**src/gps_pkg.sv**
```systemverilog
`default_nettype none

// Shared constants for the C/A tracking channel
package gps_pkg;

   localparam int CHIPS_PER_EPOCH   = 1023;             // Gold code length
   localparam int SAMPLES_PER_CHIP  = 16;               // Hold count per chip
   localparam int SAMPLES_PER_EPOCH = CHIPS_PER_EPOCH * SAMPLES_PER_CHIP;  // 16368

   localparam int ACC_W   = 18;                         // Signed, holds +/-65472
   localparam int PHASE_W = 14;                         // {chip, sample in chip}
   localparam int PRN_W   = 5;                          // Value 0 means PRN 32

   // G2 phase selector per PRN
   // Upper nibble first stage, lower nibble second stage, stages count from 1
   localparam logic [7:0] G2_TAPS [32] = '{
      8'h49, 8'h26,                                     // PRN 32, 1
      8'h37, 8'h48,                                     // PRN 2, 3
      8'h59, 8'h19,                                     // PRN 4, 5
      8'h2A, 8'h18,                                     // PRN 6, 7
      8'h29, 8'h3A,                                     // PRN 8, 9
      8'h23, 8'h34,                                     // PRN 10, 11
      8'h56, 8'h67,                                     // PRN 12, 13
      8'h78, 8'h89,                                     // PRN 14, 15
      8'h9A, 8'h14,                                     // PRN 16, 17
      8'h25, 8'h36,                                     // PRN 18, 19
      8'h47, 8'h58,                                     // PRN 20, 21
      8'h69, 8'h13,                                     // PRN 22, 23
      8'h46, 8'h57,                                     // PRN 24, 25
      8'h68, 8'h79,                                     // PRN 26, 27
      8'h8A, 8'h16,                                     // PRN 28, 29
      8'h27, 8'h38                                      // PRN 30, 31
   };

   // Wishbone word addresses
   localparam logic [1:0] REG_CTRL   = 2'd0;            // R/W enable and PRN
   localparam logic [1:0] REG_STATUS = 2'd1;            // RO phase and epoch count
   localparam logic [1:0] REG_DUMP   = 2'd2;            // RO last correlation sum

   // CTRL fields
   localparam int CTRL_EN_BIT  = 0;                     // Channel enable
   localparam int CTRL_PRN_LSB = 4;                     // PRN in bits 8:4

endpackage

`default_nettype wire

```
**src/hex_driver.sv**
```systemverilog
`timescale 1ns/1ps
`default_nettype none

module hex_driver (
   input  logic [3:0] nibble,
   output logic [6:0] seg       // {g,f,e,d,c,b,a}, low lights
);

   always_comb begin
      case (nibble)
         4'h0: seg = 7'h40;
         4'h1: seg = 7'h79;
         4'h2: seg = 7'h24;
         4'h3: seg = 7'h30;
         4'h4: seg = 7'h19;
         4'h5: seg = 7'h12;
         4'h6: seg = 7'h02;
         4'h7: seg = 7'h78;
         4'h8: seg = 7'h00;     // All segments on
         4'h9: seg = 7'h10;
         4'hA: seg = 7'h08;
         4'hB: seg = 7'h03;     // Lower case b
         4'hC: seg = 7'h46;
         4'hD: seg = 7'h21;     // Lower case d
         4'hE: seg = 7'h06;
         default: seg = 7'h0E;  // F
      endcase
   end

endmodule

`default_nettype wire

```
**src/ca_code_gen.sv**
```systemverilog
`timescale 1ns/1ps
`default_nettype none

module ca_code_gen (
   input  logic                      clk_sample,
   input  logic                      rst_n,
   input  logic                      run,        // Low holds reset chip
   input  logic                      chip_adv,   // Step on this edge
   input  logic [gps_pkg::PRN_W-1:0] prn,
   output logic                      ca_bit,
   output logic [9:0]                chip_idx,   // 0 to 1022
   output logic                      last_chip   // Chip 1022 presented
);

   logic [9:0] g1;                                  // Stage n held in bit n-1
   logic [9:0] g2;
   logic [7:0] tap_pair;                            // Selector entry for prn
   logic [3:0] tap_a;
   logic [3:0] tap_b;
   logic       g1_fb;
   logic       g2_fb;

   assign tap_pair = gps_pkg::G2_TAPS[prn];
   assign tap_a    = tap_pair[7:4];                 // First G2 stage
   assign tap_b    = tap_pair[3:0];                 // Second G2 stage

   assign g1_fb = g1[2] ^ g1[9];                    // Taps 3, 10
   assign g2_fb = g2[1] ^ g2[2] ^ g2[5] ^ g2[7] ^ g2[8] ^ g2[9];  // Taps 2,3,6,8,9,10

   // Chip out of G1 stage 10 and the two selected G2 stages
   assign ca_bit = g1[9] ^ g2[tap_a - 4'd1] ^ g2[tap_b - 4'd1];

   assign last_chip = (chip_idx == 10'(gps_pkg::CHIPS_PER_EPOCH - 1));

   always_ff @(posedge clk_sample or negedge rst_n) begin
      if (!rst_n) begin
         g1       <= '1;                            // All ones seed
         g2       <= '1;
         chip_idx <= '0;
      end else if (!run) begin
         g1       <= '1;                            // Park at chip 0
         g2       <= '1;
         chip_idx <= '0;
      end else if (chip_adv) begin
         if (last_chip) begin
            g1       <= '1;                         // Epoch wrap, reload
            g2       <= '1;
            chip_idx <= '0;
         end else begin
            g1       <= {g1[8:0], g1_fb};           // Shift toward stage 10
            g2       <= {g2[8:0], g2_fb};
            chip_idx <= chip_idx + 10'd1;
         end
      end
   end

   // Chip index wraps before reaching the code length
   a_chip_range: assert property (
      @(posedge clk_sample) disable iff (!rst_n)
      chip_idx < 10'(gps_pkg::CHIPS_PER_EPOCH)
   ) else $error("chip_idx out of range");

endmodule

`default_nettype wire

```
**src/ca_upsampler.sv**
```systemverilog
`timescale 1ns/1ps
`default_nettype none

module ca_upsampler (
   input  logic                        clk_sample,
   input  logic                        rst_n,
   input  logic                        run,
   input  logic [gps_pkg::PRN_W-1:0]   prn,
   output logic                        ca_bit,      // Held for 16 samples
   output logic                        epoch_end,   // Last sample of chip 1022
   output logic [gps_pkg::PHASE_W-1:0] code_phase   // Samples into epoch
);

   logic [3:0] samp_cnt;                            // Sample within chip
   logic [9:0] chip_idx;
   logic       chip_adv;
   logic       last_chip;

   ca_code_gen code_gen0 (
      .clk_sample (clk_sample),
      .rst_n      (rst_n),
      .run        (run),
      .chip_adv   (chip_adv),
      .prn        (prn),
      .ca_bit     (ca_bit),
      .chip_idx   (chip_idx),
      .last_chip  (last_chip)
   );

   // Step the code on the last held sample
   assign chip_adv  = run && (samp_cnt == 4'(gps_pkg::SAMPLES_PER_CHIP - 1));
   assign epoch_end = chip_adv && last_chip;        // Sample 16367 of epoch

   assign code_phase = {chip_idx, samp_cnt};        // chip * 16 + sample

   always_ff @(posedge clk_sample or negedge rst_n) begin
      if (!rst_n) begin
         samp_cnt <= '0;
      end else if (!run) begin
         samp_cnt <= '0;                            // First run cycle is sample 0
      end else begin
         samp_cnt <= samp_cnt + 4'd1;               // Wraps right after chip_adv
      end
   end

   // Epoch end is followed by chip 0, sample 0
   a_epoch_wrap: assert property (
      @(posedge clk_sample) disable iff (!rst_n)
      epoch_end |=> (code_phase == '0)
   ) else $error("code phase did not wrap after epoch_end");

endmodule

`default_nettype wire

```
**src/track_correlator.sv**
```systemverilog
`timescale 1ns/1ps
`default_nettype none

module track_correlator (
   input  logic                             clk_sample,
   input  logic                             rst_n,
   input  logic                             run,
   input  logic [2:0]                       bb_sample,   // {sign, magnitude}
   input  logic                             ca_bit,
   input  logic                             epoch_end,
   output logic                             dump_valid,  // One cycle per epoch
   output logic signed [gps_pkg::ACC_W-1:0] dump_value
);

   logic                             s1_run;        // Stage 1 flags
   logic                             s1_epoch;
   logic [2:0]                       s1_sample;     // Stage 1 payload
   logic                             s1_code;
   logic [3:0]                       mag1;          // 1 to 4
   logic                             neg;
   logic signed [3:0]                weight;
   logic signed [gps_pkg::ACC_W-1:0] acc;
   logic signed [gps_pkg::ACC_W:0]   sum_wide;      // One guard bit

   assign mag1   = {2'b00, s1_sample[1:0]} + 4'd1;
   assign neg    = s1_sample[2] ^ ~s1_code;         // Code 1 keeps sample sign
   assign weight = neg ? -mag1 : mag1;

   assign sum_wide = {acc[gps_pkg::ACC_W-1], acc}
                   + {{(gps_pkg::ACC_W - 3){weight[3]}}, weight};

   always_ff @(posedge clk_sample or negedge rst_n) begin
      if (!rst_n) begin
         s1_run   <= 1'b0;
         s1_epoch <= 1'b0;
      end else begin
         s1_run   <= run;
         s1_epoch <= epoch_end;
      end
   end

   always_ff @(posedge clk_sample) begin
      s1_sample <= bb_sample;
      s1_code   <= ca_bit;
   end

   always_ff @(posedge clk_sample or negedge rst_n) begin
      if (!rst_n) begin
         acc        <= '0;
         dump_valid <= 1'b0;
         dump_value <= '0;                          // Display reads zero
      end else begin
         dump_valid <= 1'b0;
         if (!run) begin
            acc <= '0;                              // Drop partial epoch
         end else if (s1_run) begin
            if (s1_epoch) begin
               dump_value <= sum_wide[gps_pkg::ACC_W-1:0];  // Includes last product
               dump_valid <= 1'b1;
               acc        <= '0;                    // Next product starts fresh
            end else begin
               acc <= sum_wide[gps_pkg::ACC_W-1:0];
            end
         end
      end
   end

   // Running sum stays within one full epoch of maximum weight
   a_no_overflow: assert property (
      @(posedge clk_sample) disable iff (!rst_n)
      s1_run |-> (sum_wide <= gps_pkg::SAMPLES_PER_EPOCH * 4 &&
                  sum_wide >= -(gps_pkg::SAMPLES_PER_EPOCH * 4))
   ) else $error("accumulator overflow");

   a_dump_needs_run: assert property (
      @(posedge clk_sample) disable iff (!rst_n)
      !run |=> !dump_valid
   ) else $error("dump while channel stopped");

endmodule

`default_nettype wire

```
**src/wb_regs.sv**
```systemverilog
`timescale 1ns/1ps
`default_nettype none

module wb_regs (
   input  logic                             clk_sample,
   input  logic                             rst_n,
   input  logic                             wb_cyc,
   input  logic                             wb_stb,
   input  logic                             wb_we,
   input  logic [1:0]                       wb_adr,
   input  logic [3:0]                       wb_sel,
   input  logic [31:0]                      wb_dat_w,
   output logic [31:0]                      wb_dat_r,
   output logic                             wb_ack,
   output logic                             run,
   output logic [gps_pkg::PRN_W-1:0]        prn,
   input  logic [gps_pkg::PHASE_W-1:0]      code_phase,
   input  logic                             dump_valid,
   input  logic signed [gps_pkg::ACC_W-1:0] dump_value
);

   logic                             ctrl_en;
   logic [gps_pkg::PRN_W-1:0]        ctrl_prn;
   logic [15:0]                      epoch_cnt;
   logic signed [gps_pkg::ACC_W-1:0] dump_reg;
   logic                             acc_go;        // Access accepted this edge
   logic [31:0]                      ctrl_word;
   logic [31:0]                      ctrl_merged;   // CTRL after byte lanes
   logic [31:0]                      rd_word;

   assign acc_go = wb_cyc && wb_stb && !wb_ack;     // Ack never back to back
   assign run    = ctrl_en;
   assign prn    = ctrl_prn;

   always_comb begin
      ctrl_word = '0;
      ctrl_word[gps_pkg::CTRL_EN_BIT] = ctrl_en;
      ctrl_word[gps_pkg::CTRL_PRN_LSB +: gps_pkg::PRN_W] = ctrl_prn;
   end

   always_comb begin
      for (int b = 0; b < 4; b++) begin
         ctrl_merged[8*b +: 8] = wb_sel[b] ? wb_dat_w[8*b +: 8] : ctrl_word[8*b +: 8];
      end
   end

   always_comb begin
      rd_word = '0;                                 // Unmapped reads zero
      case (wb_adr)
         gps_pkg::REG_CTRL: rd_word = ctrl_word;
         gps_pkg::REG_STATUS: begin
            rd_word[gps_pkg::PHASE_W-1:0] = code_phase;
            rd_word[31:16]                = epoch_cnt;
         end
         gps_pkg::REG_DUMP:
            rd_word = {{(32 - gps_pkg::ACC_W){dump_reg[gps_pkg::ACC_W-1]}}, dump_reg};
         default: rd_word = '0;
      endcase
   end

   always_ff @(posedge clk_sample or negedge rst_n) begin
      if (!rst_n) begin
         wb_ack   <= 1'b0;
         ctrl_en  <= 1'b0;
         ctrl_prn <= '0;
      end else begin
         wb_ack <= acc_go;
         if (acc_go && wb_we && wb_adr == gps_pkg::REG_CTRL) begin
            ctrl_en  <= ctrl_merged[gps_pkg::CTRL_EN_BIT];
            ctrl_prn <= ctrl_merged[gps_pkg::CTRL_PRN_LSB +: gps_pkg::PRN_W];
         end
      end
   end

   always_ff @(posedge clk_sample or negedge rst_n) begin
      if (!rst_n) begin
         epoch_cnt <= '0;
         dump_reg  <= '0;
      end else begin
         if (dump_valid) dump_reg <= dump_value;    // Old value seen by same-edge read
         if (!ctrl_en) begin
            epoch_cnt <= '0;                        // Stop clears the count
         end else if (dump_valid) begin
            epoch_cnt <= epoch_cnt + 16'd1;
         end
      end
   end

   always_ff @(posedge clk_sample) begin
      if (acc_go) wb_dat_r <= rd_word;              // Valid with ack
   end

   a_ack_single: assert property (
      @(posedge clk_sample) disable iff (!rst_n)
      wb_ack |=> !wb_ack
   ) else $error("wb_ack high two cycles");

endmodule

`default_nettype wire

```
**src/gps_track_top.sv**
```systemverilog
`timescale 1ns/1ps
`default_nettype none

module gps_track_top (
   input  logic        clk_sample,
   input  logic        rst_n,
   input  logic        wb_cyc,
   input  logic        wb_stb,
   input  logic        wb_we,
   input  logic [1:0]  wb_adr,
   input  logic [3:0]  wb_sel,
   input  logic [31:0] wb_dat_w,
   output logic [31:0] wb_dat_r,
   output logic        wb_ack,
   input  logic [2:0]  bb_sample,   // {sign, magnitude}
   output logic        ca_bit,
   output logic        epoch_end,
   output logic [6:0]  hex0,
   output logic [6:0]  hex1,
   output logic [6:0]  hex2,
   output logic [6:0]  hex3
);

   logic                             run;
   logic [gps_pkg::PRN_W-1:0]        prn;
   logic [gps_pkg::PHASE_W-1:0]      code_phase;
   logic                             dump_valid;
   logic signed [gps_pkg::ACC_W-1:0] dump_value;

   wb_regs regs0 (
      .clk_sample (clk_sample),
      .rst_n      (rst_n),
      .wb_cyc     (wb_cyc),
      .wb_stb     (wb_stb),
      .wb_we      (wb_we),
      .wb_adr     (wb_adr),
      .wb_sel     (wb_sel),
      .wb_dat_w   (wb_dat_w),
      .wb_dat_r   (wb_dat_r),
      .wb_ack     (wb_ack),
      .run        (run),
      .prn        (prn),
      .code_phase (code_phase),
      .dump_valid (dump_valid),
      .dump_value (dump_value)
   );

   ca_upsampler upsampler0 (
      .clk_sample (clk_sample),
      .rst_n      (rst_n),
      .run        (run),
      .prn        (prn),
      .ca_bit     (ca_bit),
      .epoch_end  (epoch_end),
      .code_phase (code_phase)
   );

   track_correlator corr0 (
      .clk_sample (clk_sample),
      .rst_n      (rst_n),
      .run        (run),
      .bb_sample  (bb_sample),
      .ca_bit     (ca_bit),
      .epoch_end  (epoch_end),
      .dump_valid (dump_valid),
      .dump_value (dump_value)
   );

   // Dump bits 17:2, two LSBs dropped
   hex_driver hex_drv0 (.nibble(dump_value[5:2]),   .seg(hex0));
   hex_driver hex_drv1 (.nibble(dump_value[9:6]),   .seg(hex1));
   hex_driver hex_drv2 (.nibble(dump_value[13:10]), .seg(hex2));
   hex_driver hex_drv3 (.nibble(dump_value[17:14]), .seg(hex3));

endmodule

`default_nettype wire

```
**config.mk**
```make
export PLATFORM = sky130hd
export DESIGN_NAME = gps_track_top
export DESIGN_NICKNAME = d
export VERILOG_FILES = /design/src/gps_pkg.sv /design/src/hex_driver.sv /design/src/ca_code_gen.sv /design/src/ca_upsampler.sv /design/src/track_correlator.sv /design/src/wb_regs.sv /design/src/gps_track_top.sv
export SDC_FILE = /design/constraint.sdc
export NUM_CORES = 1
export LEC_CHECK = 0
export BUFFER_PORTS_ARGS = -buffer_cell sky130_fd_sc_hd__buf_2
export CORE_MARGIN = 2
export CORE_UTILIZATION = 55
export CTS_BUF_LIST = sky130_fd_sc_hd__clkbuf_2 sky130_fd_sc_hd__clkbuf_4 sky130_fd_sc_hd__clkbuf_8
export CTS_CLUSTER_SIZE = 12
export DETAILED_ROUTE_END_ITERATION = 16
export PLACE_DENSITY = 0.76
export SLEW_MARGIN = 40
export SYNTH_ARGS = -nofsm -noshare
export SYNTH_HDL_FRONTEND = slang
export SYNTH_SLANG_ARGS = --single-unit
```
**constraint.sdc**
```tcl
create_clock -name clk_sample -period 6 [get_ports clk_sample]
set_input_delay 0.6 -clock clk_sample [delete_from_list [all_inputs] [get_ports clk_sample]]
set_output_delay 0.6 -clock clk_sample [all_outputs]
set_load 0.02 [all_outputs]
```
# --- Word-level counts from Yosys, hierarchy flattened ---
# Memory sizes are Yosys's and may differ from the RTL's.
# Cells that the tools add are included.
# Widths: inputs -> output; s select.
word_totals:
  ff_bits: 150
  latch_bits: 0
  ram_bits: 0
  romBits: 704
  in_bits: 46
  out_inout_bits: 63
  word_cells: 91
  mem_count: 5
op_classes:
  addsub: 8
  mul: 0
  div_mod_pow: 0
  order_cmp: 3
  n_eq_ne: 7
  shifts: 0
  n_mux: 27
  n_bitwise: 11
  n_reduce_logical: 11
mem_list:
  columns: ["memory", "depth", "width", "read_ports", "rd_ports_with_merged_regs", "wr", "line", "source"]
  rows:
  - ["(name not given)", 32, 8, 1, 0, 0, "ca_code_gen.sv:23", "assign tap_pair = gps_pkg::G2_TAPS[prn];"]
  - ["(name not given)", 16, 7, 1, 0, 0, "hex_driver.sv:10", "case (nibble)"]
  - ["(name not given)", 16, 7, 1, 0, 0, "hex_driver.sv:10", null]
  - ["(name not given)", 16, 7, 1, 0, 0, "hex_driver.sv:10", null]
  - ["(name not given)", 16, 7, 1, 0, 0, "hex_driver.sv:10", null]
op_table:
  columns: ["cell", "n"]
  rows:
  - ["$mux 10", 9]
  - ["$mux 18", 3]
  - ["$pmux 14 s3", 1]
  - ["$mux 16", 2]
  - ["$pmux 16 s2", 1]
  - ["$add 18x4->18", 1]
  - ["$add 16x1->16 const B", 1]
  - ["$mux 8", 2]
  - ["$add 10x1->10 const B", 1]
  - ["$eq 10x10->1 const B", 1]
  - ["$lt 4x5->1 const B", 2]
  - ["$xor 1x1->1", 9]
  - ["$bmux 1 s4", 2]
  - ["$mux 4", 2]
  - ["$sub 4x1->4 const B", 2]
  - ["$ge 6x6->1 const B", 1]
  - ["$logic_and 1x1->1", 6]
  - ["$ne 2x1->1 const B", 3]
  - ["$not 5->6", 1]
  - ["$mux 1", 5]
  - ["$add 4x1->4 const B", 1]
  - ["$eq 4x4->1 const B", 1]
  - ["$neg 4->4", 1]
  - ["$reduce_and 2->1", 2]
  - ["7 further kinds", 7]

# --- Logic depth before layout (Yosys ltp) ---
depth:
  ltp_word: 9
  ltp_mapped: 15
  mapped_depth_nobuf: 14

# --- Hierarchy ---
# Synthesis repeated with hierarchy kept, for this count alone.
unflattened:
  hier_cells: 872
  area_unflattened_um2: 9029.9
by_module_without_submodules:
  columns: ["module", "n_inst", "cells_each", "area_each_um2", "seq_area_each_um2"]
  rows:
  - ["wb_regs", 1, 240, 3151.8, 1986.9]
  - ["track_correlator", 1, 278, 2511.2, 1056.0]
  - ["ca_code_gen", 1, 211, 2085.8, 775.7]
  - ["hex_driver", 4, 32, 275.3, 0.0]
  - ["ca_upsampler", 1, 15, 180.2, 100.1]

# --- Worst setup path after synthesis ---
# OpenSTA, ideal clock, no wires.
synth_timing:
  kind: "reg2out"
  start: "register regs0.ctrl_prn, in the netlist regs0.prn[1]"
  end: "output port ca_bit"
  t_arrival_ns: 3.272
  t_required_ns: 5.400
  slack_ns: 2.128
  stages_incl_launch_ff: 16
  n_path_buf: 3
  cell_sequence: "dfrtp_1 clkbuf_1 inv_1 ha_1 clkbuf_1 nor2_1 a311oi_1 a21oi_1 ha_1 buf_1 mux2i_1 mux2_2 and2_1 a21oi_1 o221ai_1 xor2_1"
synth_via:
  elab_chain_len: 9
  elab_cells_between_ends: 12
  classes_between: "2 x add/sub; 6 x mux; 3 x bitwise; 1 x memory"
synth_lines:
  columns: ["item", "line", "source"]
  rows:
  - ["from (decl)", "wb_regs.sv:23", "logic [gps_pkg::PRN_W-1:0] ctrl_prn;"]
  - ["from (signal assigned)", "wb_regs.sv:70", "ctrl_prn <= ctrl_merged[gps_pkg::CTRL_PRN_LSB +: gps_pkg::PRN_W];"]
  - ["$not 5->6 (not written as such) *", "ca_code_gen.sv:23", null]
  - ["$mem_v2 32x8 *", null, null]
  - ["$mux 8 (not written as such) * (2 in series)", "ca_code_gen.sv:23", null]
  - ["$sub 4x1->4", "ca_code_gen.sv:31", "assign ca_bit = g1[9] ^ g2[tap_a - 4'd1] ^ g2[tap_b - 4'd1];"]
  - ["$bmux 1 s4", "ca_code_gen.sv:31", null]
  - ["$mux 1 (not written as such)", "ca_code_gen.sv:31", null]
  - ["$xor 1x1->1", "ca_code_gen.sv:31", null]
  - ["$xor 1x1->1 *", "ca_code_gen.sv:31", null]
  - ["to (decl)", "gps_track_top.sv:16", "output logic ca_bit,"]
# Mark *: on every way between the ends. The rest lies on a longest branch, timed or not. The select of a mux whose other input is x is not followed.

# --- Final worst setup path ---
# Ends and elaborated chain as after synthesis.

==> results.yml <==
setup_path:
  cp-end-kind: "output pin"
  r2r-start: "corr0.s1_code$_DFF_P_"
  crit_type: "register to output pin"
  cp_max_fo: 12
  rr_worst_depth: 12
  startpoint_type: "register"
  crit_arrival_ps: 3890
  critical_path_required_ps: 5400
  reg2reg_slack_ps: 2590
  reg2reg_to: "corr0.acc[16]$_DFFE_PN0P_"
pwr:
  vdd_drop_max_uv: 155
  p_comb_frac: 0.291
  p_leak_nw: 4.21
  p_switching_uw: 933
  seqPwrFrac: 0.426
  swShare: 0.339
  finalPower_mw: 2.75
  pwr-share-clk: 0.283
  powerDensity_nw_per_um2: 283
  p_int_mw: 1.82
floorplanning:
  fp.dieH_um: 131
  core-area_um2: 15800
  ioPinCount: 109
  fp-row-count: 46
  die_area_um2: 17100
  die_x_um: 131
  start_util: 0.560
synthesis:
  synth_top_cells_by_area: "dfrtp_1, edfxtp_1, ha_1"
  synth-adder-area-share: 0.0673
  synth_xor_area_frac: 0.0554
  yosys.area_share.simple: 0.150
  yosys_warnings: 0
  synth.distinct_cells: 70
  synth_nets: 960
  synthMuxAreaShare: 0.0865
  synth_top_family_by_area: "compound AO/OA/AOI/OAI gates"
  synth_edf_count: 32
  synth.largest_area_cell: "dfrtp_1"
  synthArstFlopShare: 0.760
  ys_seq_area_frac: 0.444
  ys_ff_latch: 150
  yosysTopAreaCellShare: 0.267
  synthesis.area_um2: 8830
  synth_ff_type: "dfrtp_1"
  synth_compound_area_frac: 0.158
  syn_avg_cell_area_um2: 10.2
  syn_inst: 868
detailed_routing:
  ant_nets: 0
  first_pass_iters: 7
  dr_total_vias: 6518
  wirelength_mm: 18.1
  wl_per_cell_um: 15.8
  drtIter0Drc: 422
  drc: 0
  viasPerCell: 5.69
clock_tree:
  htree_num_levels: 4
  clk_path_buf_depth: 2
  cts_buffers: 17
  cts_root_buf: "clkbuf_8"
  postCtsHoldBufs: 0
  clock-sinks: 150
  clock_latency_ps: 460
  path_clk_slew_ps: 90
  cts_tree: "done"
  post_cts_resized: 0
  cts_setup_buffers: 0
grt:
  first_global_vias: 5891
  antenna_found_initial: 0
  grt_max_degree: 64
  grt_pass1_wl_mm: 29.4
  met2_usage: 0.353
  grt_overflow: 0
  grt.busiest_layer: "met2"
  globalRouteMet3Util: 0.0440
  globalRouteTotalUtil: 0.219
  met1_usage: 0.304
place:
  routabilityCongestion: 0.891
  dp_hpwl_mm: 12.4
  port_buffers: 80
status:
  status: "complete, no violations"
finish:
  diodes: 0
  drive_gt1_frac: 0.212
  largest_reg_flops: 32
  area_delta_synth_final_pct: 10.2
  multi_input_area_um2: 4590
  largest-register: "regs0.wb_dat_r"
  nFillCells: 1327
  regArea_um2: 3920
  nNetsFinal: 1009
timing:
  slew_headroom: 0.448
  holdWs_ps: 165
  max_freq_mhz: 223
  slew_violations: 0
  skew_ps: 13.2
  period_share: 0.748
  period_minus_slack_ps: 4490
  fin_tns_setup_ps: 0
  final-hold-violation-count: 0
  rsz0062_at_grt: "false"
  worst_slew_pin_slew_ps: 826
  setup_viol: 0
flow_run:
  maxCapViolCount: 0
min_path:
  min_path_type: "input port to asynchronous set/reset pin"
-- worst max-delay path by stage --
stage	from	end	slack, ps	depth (start not counted)
after floorplan	regs0.prn[1]$_DFFE_PN0P_	ca_bit	2130	15
after global placement	regs0.prn[1]$_DFFE_PN0P_	ca_bit	2070	13
after detailed placement	regs0.prn[1]$_DFFE_PN0P_	ca_bit	1990	13
after CTS	regs0.prn[1]$_DFFE_PN0P_	ca_bit	1480	13
after global routing	regs0.prn[1]$_DFFE_PN0P_	ca_bit	1250	13
final	regs0.prn[1]$_DFFE_PN0P_	ca_bit	1510	13
-- through the flow --
stage                      util  instances  setup slack, ps  area, µm²
after floorplan               -        868             2130       8830
after global placement    0.591       1114             2070       9320
after detailed placement  0.592       1114             1990       9330
after CTS                 0.616       1146             1480       9720
after global routing      0.617       1146             1250       9720
final                     0.617       1146             1510       9720
-- per-layer routing --
layer  vias up  part of all wire
met5         -                 0
met2       147              0.48
met4         0            0.0079
met1      3146              0.47
li1       3215                 -
met3        10             0.045
-- synthesized netlist by cell type (7+ instances only) --
master     n
dfrtp_1   94
xnor2_1   39
nand2b_1  14
clkbuf_1  41
a22o_1     8
nor2b_1   17
o31ai_1    8
nand2_1   77
nor2_1    51
a31oi_1    9
mux2i_1   24
or3_1     10
o21ai_0   49
o22ai_1    8
nand3_1   25
dfstp_2   20
ha_1      45
and3_1    13
a22oi_1   11
a21oi_1   25
inv_1     33
edfxtp_1  32
a21boi_0  16
xor2_1    15
mux2_2    32
and2_1    21
o22a_1    21
buf_2      7
-- power groups by stage --
stage	combinational [mW]	clock, mW	sequential, mW
after CTS	0.801	0.798	1.17
after global placement	0.785	0	1.19
after global routing	0.884	0.840	1.18
final	0.801	0.780	1.17
after floorplan	0.683	0	1.13
after detailed placement	0.800	0	1.19
-- area by class of cell --
type / instances / area share
multi-input combinational: 631 / 0.472
inverter: 34 / 0.0134
clock inverter: 9 / 0.0104
tap: 216 / 0.0278
clock buffer: 23 / 0.0293
sequential: 150 / 0.403
timing repair buffer: 83 / 0.0441
-- worst max-delay path, cell delays in order (launching register included) --
cell and delay (ps):
dfrtp_1 580, inv_1 170, ha_1 490, nor2_1 110, a311oi_1 270, a21oi_1 110, ha_1 430, mux2i_1 160
mux2_2 280, and2_1 150, a21oi_1 120, o221ai_1 150, xor2_1 210, buf_2 190
-- cell families (layout without fill, tap and decap cells) --
group / Yosys count / after routing
multiplexers: 64 / 64
AO/OA/AOI/OAI: 202 / 202
AND/OR/NAND/NOR: 263 / 263
buffers and inverters: 87 / 149
adder cells (fa/ha/maj): 47 / 47
XOR/XNOR: 55 / 55
flip-flops: 150 / 150
-- cells in the final DEF, fill, tap and decap left out, drive strengths merged, types with 17 or more instances in the layout --
cell | Yosys | layout
edfxtp | 32 | 32
buf | 12 | 83
clkbuf | 41 | 23
a21boi | 18 | 18
inv | 34 | 37
xnor2 | 40 | 40
o22a | 21 | 21
and2 | 22 | 22
mux2 | 32 | 32
dfstp | 20 | 20
dfrtp | 94 | 94
mux2i | 26 | 26
ha | 45 | 45
nand2 | 78 | 78
nand3 | 25 | 25
o21ai | 55 | 55
a21oi | 25 | 25
nor2b | 17 | 17
nor2 | 51 | 51
No activity file was read; power rests on OpenSTA's default activity.
